[src/board_pkg.sv]
package board_pkg;

    localparam int w_digit = 4;   // Display digits
    localparam int w_seg   = 8;   // Segments a to g plus point
    localparam int w_mic   = 24;  // INMP441 sample width
    localparam int w_sound = 16;  // Audio output sample width
    localparam int w_bar   = 6;   // Level bar LEDs

    // Bit 7 is segment a, bit 1 is segment g, bit 0 is the point

    function automatic logic [w_seg - 1:0] seg_hex_font (input logic [3:0] nibble);
        case (nibble)
            4'h0: seg_hex_font = 8'b1111_1100;
            4'h1: seg_hex_font = 8'b0110_0000;
            4'h2: seg_hex_font = 8'b1101_1010;
            4'h3: seg_hex_font = 8'b1111_0010;
            4'h4: seg_hex_font = 8'b0110_0110;
            4'h5: seg_hex_font = 8'b1011_0110;
            4'h6: seg_hex_font = 8'b1011_1110;
            4'h7: seg_hex_font = 8'b1110_0000;
            4'h8: seg_hex_font = 8'b1111_1110;
            4'h9: seg_hex_font = 8'b1111_0110;
            4'ha: seg_hex_font = 8'b1110_1110;
            4'hb: seg_hex_font = 8'b0011_1110;  // Lower case b
            4'hc: seg_hex_font = 8'b1001_1100;
            4'hd: seg_hex_font = 8'b0111_1010;  // Lower case d
            4'he: seg_hex_font = 8'b1001_1110;
            default: seg_hex_font = 8'b1000_1110;  // F
        endcase
    endfunction

endpackage

[src/inmp441_mic_i2s_receiver.sv]
`timescale 1ns/1ns

module inmp441_mic_i2s_receiver
#(
    parameter clk_mhz = 50
)
(
    input                                 clk,
    input                                 rst,
    input                                 sd,
    output                                lr,
    output                                ws,
    output logic                          sck,
    output logic [board_pkg::w_mic - 1:0] value,
    output logic                          valid
);

    localparam half_period = clk_mhz / 6 > 1 ? clk_mhz / 6 : 1;
    localparam w_div       = $clog2 (half_period + 1);
    localparam w_mic       = board_pkg::w_mic;

    //----------------------------------------------------------------------

    logic [w_div - 1:0] div_cnt;
    logic [        5:0] bit_cnt;  // 64 sck periods per frame
    logic [w_mic - 1:0] shift;
    logic               last_bit;

    wire div_end  = div_cnt == w_div' (half_period - 1);
    wire sck_rise = div_end & ~ sck;
    wire sck_fall = div_end & sck;

    // Slot 0 is the I2S delay bit, slots 1 to 24 carry the sample
    wire capture  = sck_rise && bit_cnt >= 6'd1 && bit_cnt <= 6'd24;

    assign lr = 1'b0;        // Select the left channel
    assign ws = bit_cnt [5];  // Low for the left half of the frame

    //----------------------------------------------------------------------

    always_ff @ (posedge clk or posedge rst)
        if (rst)
        begin
            div_cnt  <= '0;
            sck      <= 1'b0;
            bit_cnt  <= '0;
            last_bit <= 1'b0;
            valid    <= 1'b0;
            value    <= '0;
        end
        else
        begin
            div_cnt <= div_end ? '0 : div_cnt + 1'b1;

            if (div_end)
                sck <= ~ sck;

            if (sck_fall)
                bit_cnt <= bit_cnt + 1'b1;  // ws changes with falling sck

            last_bit <= capture && bit_cnt == 6'd24;
            valid    <= last_bit;           // One clock after the LSB

            if (last_bit)
                value <= shift;
        end

    always_ff @ (posedge clk)
        if (capture)
            shift <= { shift [w_mic - 2:0], sd };  // MSB first

endmodule

[src/i2s_audio_out.sv]
`timescale 1ns/1ns

module i2s_audio_out
#(
    parameter clk_mhz = 50
)
(
    input                                   clk,
    input                                   rst,
    input        [board_pkg::w_sound - 1:0] data_in,
    output logic                            mclk,
    output logic                            bclk,
    output                                  lrclk,
    output logic                            sdata
);

    localparam half_period = clk_mhz / 4 > 1 ? clk_mhz / 4 : 1;
    localparam w_div       = $clog2 (half_period + 1);
    localparam w_sound     = board_pkg::w_sound;

    //----------------------------------------------------------------------

    logic [w_div   - 1:0] div_cnt;
    logic [          4:0] bit_cnt;  // 16 bclk periods per channel
    logic [w_sound - 1:0] sample;
    logic [w_sound - 1:0] shreg;

    wire div_end     = div_cnt == w_div' (half_period - 1);
    wire bclk_fall   = div_end & bclk;
    wire frame_start = bclk_fall && bit_cnt == 5'd31;  // lrclk falls here

    assign lrclk = bit_cnt [4];

    //----------------------------------------------------------------------

    always_ff @ (posedge clk or posedge rst)
        if (rst)
        begin
            mclk    <= 1'b0;
            div_cnt <= '0;
            bclk    <= 1'b0;
            bit_cnt <= '0;
            sample  <= '0;
            shreg   <= '0;
            sdata   <= 1'b0;
        end
        else
        begin
            mclk    <= ~ mclk;
            div_cnt <= div_end ? '0 : div_cnt + 1'b1;

            if (div_end)
                bclk <= ~ bclk;

            if (frame_start)
                sample <= data_in;

            if (bclk_fall)
            begin
                bit_cnt <= bit_cnt + 1'b1;

                // One bclk after each lrclk edge the word starts again
                if (bit_cnt [3:0] == 4'd0)
                begin
                    sdata <= sample [w_sound - 1];
                    shreg <= { sample [w_sound - 2:0], 1'b0 };
                end
                else
                begin
                    sdata <= shreg [w_sound - 1];
                    shreg <= { shreg [w_sound - 2:0], 1'b0 };
                end
            end
        end

endmodule

[src/lab_top.sv]
`timescale 1ns/1ns

module lab_top
#(
    parameter scan_w = 10
)
(
    input                                   clk,
    input                                   rst,
    input        [                     3:0] key,
    input        [                     8:0] sw,
    input        [board_pkg::w_mic   - 1:0] mic,
    input                                   mic_valid,
    output logic [board_pkg::w_bar   - 1:0] led,
    output logic [board_pkg::w_seg   - 1:0] abcdefgh,
    output logic [board_pkg::w_digit - 1:0] digit,
    output logic [board_pkg::w_sound - 1:0] sound
);

    localparam w_sound = board_pkg::w_sound;
    localparam w_digit = board_pkg::w_digit;

    logic [w_sound - 1:0] shown;      // Sample on the display
    logic                 shown_ok;   // Blank until the first sample
    logic [scan_w  - 1:0] scan_cnt;
    logic [w_sound - 1:0] magnitude;
    logic [          4:0] top_bit;
    logic [          3:0] nibble;

    wire  [w_sound - 1:0] live = mic [board_pkg::w_mic - 1 -: w_sound];

    //----------------------------------------------------------------------

    always_ff @ (posedge clk or posedge rst)
        if (rst)
        begin
            shown    <= '0;
            shown_ok <= 1'b0;
            sound    <= '0;
        end
        else if (mic_valid)
        begin
            sound <= $signed (live) >>> sw [1:0];  // Volume

            if (~ key [0])  // key 0 freezes the display
            begin
                shown    <= live;
                shown_ok <= 1'b1;
            end
        end

    always_ff @ (posedge clk or posedge rst)
        if (rst)
        begin
            scan_cnt <= '0;
            digit    <= w_digit' (1);
        end
        else
        begin
            scan_cnt <= scan_cnt + 1'b1;

            if (& scan_cnt)
                digit <= { digit [w_digit - 2:0], digit [w_digit - 1] };
        end

    //----------------------------------------------------------------------

    always_comb
    begin
        magnitude = shown [w_sound - 1] ? - shown : shown;
        top_bit   = '0;

        for (int i = 0; i < w_sound; i ++)
            if (magnitude [i])
                top_bit = 5' (i);

        // LED i lights when the top bit reaches 10 + i
        for (int i = 0; i < board_pkg::w_bar; i ++)
            led [i] = top_bit >= 5' (i + 10);
    end

    always_comb
    begin
        nibble   = '0;
        abcdefgh = '0;

        for (int k = 0; k < w_digit; k ++)
            if (digit [k])
                nibble = shown [k * 4 +: 4];

        if (shown_ok)
        begin
            abcdefgh     = board_pkg::seg_hex_font (nibble);
            abcdefgh [0] = digit [w_digit - 1] & shown [w_sound - 1];  // Sign point
        end
    end

endmodule

[src/seg7_sticky_latch.sv]
`timescale 1ns/1ns

module seg7_sticky_latch
(
    input                                   clk,
    input                                   rst,
    input        [board_pkg::w_seg   - 1:0] hgfedcba,
    input        [board_pkg::w_digit - 1:0] digit,
    output       [                     6:0] hex0,
    output       [                     6:0] hex1,
    output       [                     6:0] hex2,
    output       [                     6:0] hex3,
    output logic [board_pkg::w_digit - 1:0] dp
);

    logic [6:0] hex_q [board_pkg::w_digit];

    // Each digit keeps its pattern until it is scanned again
    always_ff @ (posedge clk or posedge rst)
        if (rst)
        begin
            for (int k = 0; k < board_pkg::w_digit; k ++)
                hex_q [k] <= '1;  // Blank, active low

            dp <= '0;
        end
        else
        begin
            for (int k = 0; k < board_pkg::w_digit; k ++)
                if (digit [k])
                begin
                    hex_q [k] <= ~ hgfedcba [6:0];
                    dp    [k] <= hgfedcba [board_pkg::w_seg - 1];
                end
        end

    assign hex0 = hex_q [0];
    assign hex1 = hex_q [1];
    assign hex2 = hex_q [2];
    assign hex3 = hex_q [3];

endmodule

[src/board_top.sv]
`timescale 1ns/1ns

module board_top
#(
    parameter clk_mhz = 50,
              scan_w  = 10
)
(
    input        clk,
    input  [3:0] KEY,        // Active low
    input  [9:0] SW,         // SW 9 is the reset
    input        mic_sd,
    output [9:0] LEDR,
    output [6:0] HEX0,
    output [6:0] HEX1,
    output [6:0] HEX2,
    output [6:0] HEX3,
    output       mic_lr,
    output       mic_ws,
    output       mic_sck,
    output       aud_mclk,
    output       aud_bclk,
    output       aud_lrclk,
    output       aud_sdata
);

    wire                              rst = SW [9];
    wire [                     3:0]   key = ~ KEY;
    wire [                     8:0]   sw  = SW [8:0];

    wire [board_pkg::w_mic   - 1:0]   mic;
    wire                              mic_valid;
    wire [board_pkg::w_sound - 1:0]   sound;
    wire [board_pkg::w_bar   - 1:0]   led;
    wire [board_pkg::w_seg   - 1:0]   abcdefgh;
    wire [board_pkg::w_seg   - 1:0]   hgfedcba;
    wire [board_pkg::w_digit - 1:0]   digit;
    wire [board_pkg::w_digit - 1:0]   dp;

    //----------------------------------------------------------------------

    inmp441_mic_i2s_receiver # (.clk_mhz (clk_mhz)) i_mic
    (
        .clk   ( clk       ),
        .rst   ( rst       ),
        .sd    ( mic_sd    ),
        .lr    ( mic_lr    ),
        .ws    ( mic_ws    ),
        .sck   ( mic_sck   ),
        .value ( mic       ),
        .valid ( mic_valid )
    );

    lab_top # (.scan_w (scan_w)) i_lab_top
    (
        .clk       ( clk       ),
        .rst       ( rst       ),
        .key       ( key       ),
        .sw        ( sw        ),
        .mic       ( mic       ),
        .mic_valid ( mic_valid ),
        .led       ( led       ),
        .abcdefgh  ( abcdefgh  ),
        .digit     ( digit     ),
        .sound     ( sound     )
    );

    //----------------------------------------------------------------------

    // Segment a ends up on bit 0 to match the HEX pin order
    for (genvar i = 0; i < board_pkg::w_seg; i ++)
    begin : g_rev
        assign hgfedcba [i] = abcdefgh [board_pkg::w_seg - 1 - i];
    end

    seg7_sticky_latch i_latch
    (
        .clk      ( clk      ),
        .rst      ( rst      ),
        .hgfedcba ( hgfedcba ),
        .digit    ( digit    ),
        .hex0     ( HEX0     ),
        .hex1     ( HEX1     ),
        .hex2     ( HEX2     ),
        .hex3     ( HEX3     ),
        .dp       ( dp       )
    );

    assign LEDR = { dp, led };  // Upper four LEDs show the points

    i2s_audio_out # (.clk_mhz (clk_mhz)) i_audio
    (
        .clk     ( clk       ),
        .rst     ( rst       ),
        .data_in ( sound     ),
        .mclk    ( aud_mclk  ),
        .bclk    ( aud_bclk  ),
        .lrclk   ( aud_lrclk ),
        .sdata   ( aud_sdata )
    );

endmodule

[config.mk]
export PLATFORM = sky130hd
export DESIGN_NAME = board_top
export DESIGN_NICKNAME = d
export VERILOG_FILES = /design/src/board_pkg.sv /design/src/inmp441_mic_i2s_receiver.sv /design/src/i2s_audio_out.sv /design/src/lab_top.sv /design/src/seg7_sticky_latch.sv /design/src/board_top.sv
export SDC_FILE = /design/constraint.sdc
export NUM_CORES = 1
export LEC_CHECK = 0
export ABC_CLOCK_PERIOD_IN_PS = 5200
export BUFFER_PORTS_ARGS = -buffer_cell sky130_fd_sc_hd__buf_2
export CAP_MARGIN = 10
export CORE_MARGIN = 3
export CORE_UTILIZATION = 54
export CTS_CLUSTER_DIAMETER = 30
export DETAILED_ROUTE_END_ITERATION = 8
export PLACE_DENSITY = 0.83
export REMOVE_ABC_BUFFERS = 1
export SLEW_MARGIN = 10
export SYNTH_ARGS = -nofsm -noshare
export SYNTH_HDL_FRONTEND = slang
export SYNTH_SLANG_ARGS = --single-unit
[constraint.sdc]
create_clock -name clk -period 5.2 [get_ports clk]
set_input_delay 1.04 -clock clk [delete_from_list [all_inputs] [get_ports clk]]
set_output_delay 1.04 -clock clk [all_outputs]
set_load 0.03 [all_outputs]
==> results of run 1 <==
-- metal layers --
metal,share of wire [%],GRT usage [%]
met5,0,0
met4,2.3,7.78
met3,3.7,4.50
met2,49,31.2
met1,45,25.9
-- cell families after synthesis --
family,Yosys count,share of synthesized area [%]
AOI/OAI and AO/OA,94,8.31
xor gates and xnor gates,22,2.49
adders and majority gates,16,2.59
buffers and inverters,48,2.62
DFF,175,58.6
muxes,100,15.3
other,1,0.0485
and+or+nand+nor,155,9.96
-- critical path, cell delays in order, from the launching register on --
cell and delay [ns]:
dfrtp_1 0.41, nor4_2 0.56, a41oi_1 0.26, xnor2_1 0.26
o211ai_1 0.15, or2_1 0.25, buf_2 0.18
-- where the power goes --
part | total (W) | internal, W | switching (W)
clock network | 0.00120 | 0.000663 | 0.000540
logic | 0.0000360 | 0.00000619 | 0.0000298
registers | 0.00139 | 0.00139 | 0
total | 0.00262 | 0.00205 | 0.000570
-- layout make-up --
cell class	count	share of cell area [%]
flip-flops and latches	175	52.3
inverters	19	0.880
clock buffers	17	4.91
clock inverters	15	1.54
multi-input cells	388	34.8
repair buffers	51	3.00
well taps	180	2.60
-- state kept, by name, indices dropped and copies added, names as in the netlist, 5 cells and up --
| register | cells |
|---|---|
| i_latch.hex3 | 7 |
| i_lab_top.sound | 16 |
| i_audio.sample | 16 |
| i_mic.bit_cnt | 6 |
| i_mic.shift | 24 |
| i_lab_top.shown | 16 |
| i_audio.bit_cnt | 5 |
| i_lab_top.scan_cnt | 10 |
| i_latch.hex1 | 7 |
| i_latch.hex0 | 7 |
| i_latch.hex2 | 7 |
| i_mic.value | 16 |
| i_audio.shreg | 15 |
-- how the worst min path moves through the flow --
stage	startpoint	endpoint	cells past startpoint
after floorplan	i_mic.shift[0]	i_mic.shift[1]	0
after detailed placement	i_mic.shift[7]	i_mic.shift[8]	0
final	i_mic.shift[7]	i_mic.shift[8]	0
after global placement	i_audio.mclk	i_audio.mclk	1
after global routing	i_mic.shift[7]	i_mic.shift[8]	0
after CTS	i_mic.shift[7]	i_mic.shift[8]	0
-- placed cells by master (no fill, tap or decap), drive strengths merged, types with 7 or more instances in the layout --
master  netlist  routed
dfrtp       122     122
mux2         68      68
buf          13      51
nand2        49      49
nor2         43      43
dfstp        29      29
o21ai        29      29
mux2i        24      24
edfxtp       24      24
inv          19      24
nand3        18      18
clkbuf       16      17
a21oi        17      17
ha           16      16
xnor2        15      15
a31oi        13      13
nand2b        8       8
mux4          8       8
xor2          7       7
-- metrics by stage --
stage / hold slack (ns) / cells / utilization (%) / total power, W / instance area [sq um]
after floorplan: 0.400 / 582 / - / 0.00143 / 7600
after global placement: 0.400 / 813 / 58.2 / 0.00145 / 8110
after detailed placement: 0.405 / 813 / 58.2 / 0.00145 / 8110
after CTS: 0.420 / 845 / 62.2 / 0.00265 / 8670
after global routing: 0.425 / 845 / 62.2 / 0.00271 / 8670
final: 0.417 / 845 / 62.2 / 0.00262 / 8670
==> metrics.md, run 1 <==
| Metric | Value |
|---|---|
| Avg Cell Area, Syn | `12.7 sq um` |
| Die area | `approximately 16000 sq um` |
| Total of fill cells in the finished design | `between 900 and 1000` |
| Sequential share of the synthesized area | `between 50 and 60%` |
| RSZ-0062 raised after global routing | `false` |
| Crit path to | `LEDR[0]` |
| # Post-CTS Setup Buffers | `0` |
| Final slew viol count | `0` |
| Peak VDD IR | `0.270 mV` |
| Routed wire length | `roughly 15000 microns` |
| Clk buf depth | `2` |
| Top cell type's share of synthesized area | `approximately two fifths` |
| Area Growth Syn to Fin | `12.1%` |
| Max cap viols | `0` |
| R2r endpoint | `i_latch.hex2[6]` |
| Core ar. | `roughly 14000 sq um` |
| Worst r2r src | `i_lab_top.digit[2]` |
| Synth area leader | `dfrtp_1` |
| Critical path arrival | `between 2 and 2.5 ns` |
| FF+latch area | `4540 sq um` |
| Setup TNS | `0 ns` |
| Worst setup path class | `reg2out` |
| IO Port Bufs | `49` |
| Max frequency | `roughly 280 MHz` |
| Antenna cells | `0` |
| Setup Viol. Count Final | `0` |
| Height of the die | `between 100 and 150 microns` |
| Most common cell in the synthesized netlist | `dfrtp_1` |
| Status | `finished clean` |
| Drt first pass iters | `5` |
| Final nets | `between 600 and 700` |
| Later-pin clock latency in the skew report | `between 0.4 and 0.5 ns` |
| Clk pin slew, worst setup/hold paths | `approximately 0.070 ns` |
| Post-CTS Hold Fix Bufs | `0` |
| DP HPWL | `9570 microns` |
| Vias in the first global route | `5078` |
| Distinct cells, synth | `~60` |
| Number of enable flip-flop cells after synthesis | `24` |
| I/O pin cnt | `roughly 60` |
| Slew headroom | `22.1%` |
| Cells after synthesis | `611` |
| Skew final | `~0.0079 ns` |
| Initial core utilization | `about 56%` |
| Fraction of layout cells with a size suffix above 1 | `between 30% and 40%` |
| Worst R2R Setup Slack | `2.44 ns` |
| Mapped Area | `between 7000 and 8000 sq um` |
| Post-layout minimum cycle time | `approximately 3.5 ns` |
| Synth top area cells | `dfrtp_1, mux2_2, dfstp_2` |
| Worst Slack Setup Final | `around 1.7 ns` |
| GRT Total Usage | `19.4%` |
| Root Driver | `clkbuf_16` |
| Worst-Margin Slew | `roughly 1.2 ns` |
| Total CTS buffers | `17` |
| Via/cell ratio | `between 5 and 6` |
| CTS tree | `built` |
| Hold WC Path Type | `reg2reg` |
| Largest net degree at the start of global routing | `~120` |
| Via count | `slightly below 5000` |
| Die width | `approximately 130 microns` |
| Setup crit start | `i_lab_top.shown[2]` |
| Critical Path Sink Type | `output port` |
| Worst Setup Start Kind | `flop` |
| Yosys warnings | `0` |
| First-pass GRT wire length | `about 25000 microns` |
| Synth top cells by count | `dfrtp_1, mux2_2, nand2_1` |
| Place WS | `2.14 ns` |
| Flops & latches, synth | `between 150 and 200` |
| GR Overflow Total | `0` |
| Ys async rst share | `86.3%` |
| H-tree depth | `4` |
| CP Data Required Time | `4.16 ns` |
| TritonCTS Sinks | `175` |
| Row count | `43` |
| Routed length per instance | `between 15 and 20 microns` |
| Pwr per Cell Area | `303 nW/um^2` |
| DR iter-0 viols | `520` |
| Initial antenna violation count | `0` |
| Post-CTS sizing | `0` |
| Area of the multi-input gates | `between 3000 and 4000 sq um` |
| Leak pwr | `approximately 3.9 nW` |
| Antenna Nets Post-Route | `0` |
| Worst-path fanout max | `5` |
| Fin crit share | `roughly 68%` |
| Ys flop type | `dfrtp_1` |
| Fin. Hold Viols | `0` |
| Post-route DRC | `0` |
| Worst r2r path cells | `8` |
| GP Congestion | `~0.8` |
No activity file was read; power rests on OpenSTA's default activity.
==> run 2: changes to the inputs <==
--- a/config.mk
+++ b/config.mk
@@ -5,14 +5,14 @@
 export SDC_FILE = /design/constraint.sdc
 export NUM_CORES = 1
 export LEC_CHECK = 0
-export ABC_CLOCK_PERIOD_IN_PS = 5200
+export ABC_CLOCK_PERIOD_IN_PS = 3590
 export BUFFER_PORTS_ARGS = -buffer_cell sky130_fd_sc_hd__buf_2
 export CAP_MARGIN = 10
 export CORE_MARGIN = 3
-export CORE_UTILIZATION = 54
+export CORE_UTILIZATION = 60
 export CTS_CLUSTER_DIAMETER = 30
 export DETAILED_ROUTE_END_ITERATION = 8
-export PLACE_DENSITY = 0.83
+export PLACE_DENSITY = 0.87
 export REMOVE_ABC_BUFFERS = 1
 export SLEW_MARGIN = 10
 export SYNTH_ARGS = -nofsm -noshare
==> constraint.sdc (replaced) <==
create_clock -name clk -period 3.59 [get_ports clk]
set_input_delay 0.718 -clock clk [delete_from_list [all_inputs] [get_ports clk]]
set_output_delay 0.718 -clock clk [all_outputs]
set_load 0.03 [all_outputs]
==> metrics.md, run 2 (synthesized netlist as in run 1, its figures left out) <==
| Metric | Value |
|---|---|
| Status | `finished clean` |
| Critical path arrival | `2.48 ns` |
| Non-filler cells, final | `between 800 and 900` |
| Worst setup path class | `reg2out` |
| Drt first pass iters | `5` |
| CP cell instances | `nor4_2, nand4_1, mux2i_1, o211ai_1, or2_1, buf_2` |
| Height of the die | `~120 microns` |
| CP max stage delay | `~0.57 ns` |
| Leak pwr | `a little under 4 nW` |
| Final slew viol count | `0` |
| DR iter-0 viols | `368` |
| Area Growth Syn to Fin | `12.2%` |
| Slowest CP cell | `nor4_2` |
| Clk pin slew, worst setup/hold paths | `0.06 ns` |
| Antenna Nets Post-Route | `0` |
| Max cap viols | `0` |
| Total of fill cells in the finished design | `841` |
| First-pass GRT wire length | `26300 microns` |
| Die area | `about 14000 sq um` |
| Fraction of layout cells with a size suffix above 1 | `between 30 and 40%` |
| GR Overflow Total | `0` |
| Pwr per Cell Area | `~440 nW/um^2` |
| Die width | `120 microns` |
| Core ar. | `around 12000 sq um` |
| Skew final | `around 0.008 ns` |
| Hold_ws | `~0.4 ns` |
| RSZ-0062 raised after global routing | `false` |
| IO Port Bufs | `between 40 and 50` |
| CP Data Required Time | `between 2 and 3 ns` |
| Vias in the first global route | `around 5200` |
| Fin crit share | `between 80% and 90%` |
| Post-CTS Hold Fix Bufs | `0` |
| Root Driver | `clkbuf_16` |
| Worst Slack Setup Final | `0.392 ns` |
| Setup Viol. Count Final | `0` |
| I/O pin cnt | `slightly above 60` |
| GRT Total Usage | `approximately a quarter` |
| Post-CTS sizing | `0` |
| # Post-CTS Setup Buffers | `0` |
| Total CTS buffers | `17` |
| Hold WC Path Type | `in2async` |
| GP Congestion | `about 0.84` |
| Setup TNS | `0 ns` |
| CTS tree | `built` |
| Fin. Hold Viols | `0` |
| Dpl cells | `between 800 and 900` |
| Place WS | `0.861 ns` |
| TritonCTS Sinks | `around 180` |
| Max frequency | `313 MHz` |
| Critical Path Sink Type | `output port` |
| Most common cell after layout, fill and taps aside | `dfrtp_1` |
| Row count | `40` |
| Initial antenna violation count | `0` |
| Peak VDD IR | `roughly 0.37 mV` |
| Post-route DRC | `0` |
| Slew headroom | `~28%` |
| Antenna cells | `0` |
| Via/cell ratio | `5.95` |
| Most frequent cells in the layout | `dfrtp_1, mux2_2, buf_2` |
| H-tree depth | `4` |
| Final nets | `687` |
| Routed length per instance | `approximately 19 microns` |
| Initial core utilization | `a little over three fifths` |
| Later-pin clock latency in the skew report | `0.43 ns` |
| Worst-path fanout max | `5` |
| DP HPWL | `~10000 microns` |
| Largest register by flop count | `i_mic.shift` |
| Max reg flops | `24` |
| Via count | `roughly 5000` |
| Worst Setup Start Kind | `flop` |
| Power Total | `between 0.003 and 0.004 W` |
| Worst-Margin Slew | `1.08 ns` |
| Routed wire length | `15500 microns` |
| Clk buf depth | `2` |
| Post-layout minimum cycle time | `3.20 ns` |
| Largest net degree at the start of global routing | `73` |
==> run 2: cell types whose count changed in the layout (fill, tap and decap cells not counted) <==
cell / previous run / this run
clkinv_2: 1 / 7
inv_6: 6 / 1
buf_4: 2 / 5
clkbuf_8: 0 / 3
clkinvlp_4: 4 / 1
clkinv_1: 2 / 0
clkbuf_1: 0 / 1
==> run 2: per-layer routing <==
| metal | GRT usage (%) | share of wire [%] | wire length, microns | vias up |
|---|---|---|---|---|
| li1 | - | - | - | 2282 |
| met1 | 31.1 | 43 | 6680 | 2519 |
| met2 | 37.0 | 50 | 7800 | 147 |
| met3 | 6.22 | 4.6 | 714 | 28 |
| met4 | 9.02 | 2.0 | 314 | 0 |
| met5 | 0 | 0 | 0 | - |
==> run 2: final cells by class <==
| cell class | instances | area (sq um) | area share (%) |
|---|---|---|---|
| sequential | 175 | 4540 | 52.3 |
| multi-input combinational | 388 | 3010 | 34.7 |
| clock buffer | 21 | 470 | 5.42 |
| timing repair buffer | 54 | 283 | 3.26 |
| tap | 168 | 210 | 2.42 |
| clock inverter | 11 | 90.1 | 1.04 |
| inverter | 19 | 76.3 | 0.879 |
==> run 2: final timing paths <==
check                                   start                to  slack [ns]  depth (start not counted)
min reg2reg                    i_mic.shift[2]    i_mic.shift[3]        0.42                          0
max                        i_lab_top.shown[2]           LEDR[0]        0.39                          6
min in group clk               i_mic.shift[2]    i_mic.shift[3]        0.42                          0
max reg2reg                i_lab_top.digit[2]   i_latch.hex3[6]        0.86                          8
min                                     SW[9]  i_audio.shreg[4]        0.40                          2
max in group asynchronous               SW[9]  i_audio.shreg[8]        2.38                          3
==> run 2: per-stage QoR <==
stage	instance area, sq um	util, %
after floorplan	7600	-
after global placement	8120	65.9
after detailed placement	8120	65.9
after CTS	8680	70.5
after global routing	8680	70.5
final	8680	70.5
==> run 2: power by group <==
part           switching, W  internal [W]
clock              0.000736       0.00100
sequential                0       0.00201
combinational     0.0000444     0.0000104
total              0.000781       0.00302
==> run 2: worst max-delay path, delay by kind of cell (launching register included) <==
kind | cells | cell delay, ns
muxes | 1 | 0.27
and+or+nand+nor | 3 | 1.04
DFF | 1 | 0.41
AOI/OAI and AO/OA | 1 | 0.15
buffers and inverters | 1 | 0.18
==> run 3: changes to the inputs <==
--- a/config.mk
+++ b/config.mk
@@ -5,7 +5,7 @@
 export SDC_FILE = /design/constraint.sdc
 export NUM_CORES = 1
 export LEC_CHECK = 0
-export ABC_CLOCK_PERIOD_IN_PS = 3590
+export ABC_CLOCK_PERIOD_IN_PS = 3900
 export BUFFER_PORTS_ARGS = -buffer_cell sky130_fd_sc_hd__buf_2
 export CAP_MARGIN = 10
 export CORE_MARGIN = 3
@@ -17,4 +17,5 @@
 export SLEW_MARGIN = 10
 export SYNTH_ARGS = -nofsm -noshare
 export SYNTH_HDL_FRONTEND = slang
+export SYNTH_HIERARCHICAL = 1
 export SYNTH_SLANG_ARGS = --single-unit
==> constraint.sdc (replaced) <==
create_clock -name clk -period 3.9 [get_ports clk]
set_input_delay 0.78 -clock clk [delete_from_list [all_inputs] [get_ports clk]]
set_output_delay 0.78 -clock clk [all_outputs]
set_load 0.03 [all_outputs]
==> metrics.md, run 3 <==
| Metric | Value |
|---|---|
| Status | `finished clean` |
| IO Port Bufs | `49` |
| CP max stage delay | `between 0.4 and 0.5 ns` |
| Final nets | `about 700` |
| Worst setup path class | `reg2out` |
| I/O pin cnt | `61` |
| Yosys warnings | `6` |
| Drt first pass iters | `5` |
| Largest register by flop count | `i_mic/shift` |
| GR Overflow Total | `0` |
| Vias in the first global route | `slightly above 5000` |
| Post-CTS sizing | `0` |
| Clock power share | `45.7%` |
| DP HPWL | `approximately 9800 microns` |
| Clk buf depth | `2` |
| RSZ-0062 raised after global routing | `false` |
| Leak pwr | `between 4 and 5 nW` |
| Worst-Margin Slew | `between 1 and 1.5 ns` |
| Routed wire length | `15100 microns` |
| Slowest CP cell | `nor4b_2` |
| Clk pin slew, worst setup/hold paths | `0.06 ns` |
| Hold_ws | `approximately 0.42 ns` |
| Root Driver | `clkbuf_16` |
| Avg Cell Area, Syn | `roughly 13 sq um` |
| Setup TNS | `0 ns` |
| DR iter-0 viols | `479` |
| Final slew viol count | `0` |
| Cells after synthesis | `between 600 and 700` |
| Internal power | `0.00279 W` |
| Most frequent cells in the layout | `dfrtp_1, nand2_1, mux2_2` |
| First-pass GRT wire length | `25500 microns` |
| Seq pwr share | `a little over half` |
| FF+latch area | `approximately 4500 sq um` |
| CP most frequent cell | `nand4_1` |
| Fin crit share | `between 80% and 90%` |
| CTS tree | `built` |
| Worst-path fanout max | `5` |
| Critical path arrival | `2.68 ns` |
| Die width | `around 120 microns` |
| Mapped Area | `~8000 sq um` |
| Fin. Hold Viols | `0` |
| Fraction of layout cells with a size suffix above 1 | `between 20 and 30%` |
| Core ar. | `12700 sq um` |
| Combinational share of power | `1.4%` |
| Routed length per instance | `between 15 and 20 microns` |
| Total of fill cells in the finished design | `a little under 900` |
| Area of the multi-input gates | `roughly 3000 sq um` |
| Initial antenna violation count | `0` |
| Hold WC Path Type | `reg2reg` |
| Height of the die | `around 120 microns` |
| TritonCTS Sinks | `175` |
| Critical Path Sink Type | `output port` |
| Antenna Nets Post-Route | `0` |
| Most common cell after layout, fill and taps aside | `dfrtp_1` |
| Die area | `14500 sq um` |
| Area Growth Syn to Fin | `11.1%` |
| Worst Setup Start Kind | `flop` |
| CP top delay family | `simple AND/OR/NAND/NOR gates` |
| Skew final | `0.00550 ns` |
| CP bufs+invs | `2` |
| Setup Viol. Count Final | `0` |
| Antenna cells | `0` |
| GP Congestion | `~0.86` |
| H-tree depth | `4` |
| GRT Total Usage | `between 20% and 30%` |
| Row count | `41` |
| Total CTS buffers | `17` |
| Via count | `between 4000 and 5000` |
| Post-CTS Hold Fix Bufs | `0` |
| Later-pin clock latency in the skew report | `approximately 0.42 ns` |
| Max frequency | `289 MHz` |
| # Post-CTS Setup Buffers | `0` |
| Largest net degree at the start of global routing | `between 40 and 50` |
| Pwr per Cell Area | `roughly 400 nW/um^2` |
| Initial core utilization | `between 60% and 70%` |
| P_sw | `just over 0.0007 W` |
| Slew headroom | `between 20 and 30%` |
| Post-layout minimum cycle time | `between 3 and 4 ns` |
| Via/cell ratio | `5.79` |
| CP Data Required Time | `~3.1 ns` |
| Post-route DRC | `0` |
| Max cap viols | `0` |
| CP cell instances | `inv_1, ha_1, nor4b_2, nand4_1, a211o_1, o211ai_1, nand4_1, buf_2` |
| Switching Fraction | `slightly above 20%` |
| Peak VDD IR | `~0.37 mV` |
| Max reg flops | `24` |
-- run 3: cell types whose count changed in the layout (fill, tap and decap cells not counted), sizes merged, moves of 6 or more --
cell | before | now
and2 | 6 | 0
inv | 19 | 31
nand2 | 49 | 61
nand2b | 8 | 0
a21oi | 17 | 26
o21ai | 29 | 15
-- run 3: final timing paths --
check / from / depth (start not counted) / end / slack [ns]
hold / removal: i_audio/mclk / 1 / i_audio/mclk / 0.42
min in group asynchronous: SW[9] / 3 / i_audio/sample[1] / 0.53
setup / recovery: i_lab_top/shown[1] / 8 / LEDR[0] / 0.44
hold reg to reg: i_audio/mclk / 1 / i_audio/mclk / 0.42
setup reg to reg: i_lab_top/digit[0] / 9 / i_latch/hex1[6] / 1.02
max in group asynchronous: SW[9] / 3 / i_lab_top/sound[14] / 2.61
-- run 3: layout make-up --
type,instances,area share [%]
Sequential cell,175,52.1
Multi-Input combinational cell,380,34.1
Clock buffer,19,4.97
Timing Repair Buffer,57,3.51
Tap cell,172,2.47
Inverter,34,1.47
Clock inverter,13,1.41
-- run 3: power by group through the flow --
stage | clock network [W] | registers, W | logic (W)
after floorplan | 0 | 0.00188 | 0.0000312
after global placement | 0 | 0.00188 | 0.0000491
after detailed placement | 0 | 0.00188 | 0.0000514
after CTS | 0.00162 | 0.00185 | 0.0000513
after global routing | 0.00169 | 0.00185 | 0.0000575
final | 0.00159 | 0.00185 | 0.0000496
-- run 3: worst reg2reg max path, cell delays in order, from the launching register on --
cell and delay [ns]:
dfstp_2 0.76, nor2b_2 0.27, a221oi_1 0.11, o31ai_2 0.50, inv_1 0.18, ha_1 0.26
nand2_1 0.08, o21ai_1 0.06, a21oi_1 0.38, mux2i_1 0.17
-- run 3: stage by stage --
stage	worst slack, ns	utilization, %	power, W	std cells	instance area [sq um]
after floorplan	1.30	-	0.00191	589	7630
after global placement	1.16	64.3	0.00193	818	8150
after detailed placement	1.06	64.3	0.00193	818	8150
after CTS	0.502	68.7	0.00352	850	8710
after global routing	0.282	68.7	0.00359	850	8710
final	0.436	68.7	0.00349	850	8710
-- run 3: per-layer routing --
metal / vias to the layer above / track usage, % / routed length (microns)
met2: 100 / 37.8 / 7920
met3: 23 / 4.26 / 483
li1: 2253 / - / -
met1: 2544 / 29.5 / 6400
met4: 0 / 8.36 / 274
met5: - / 0 / 0
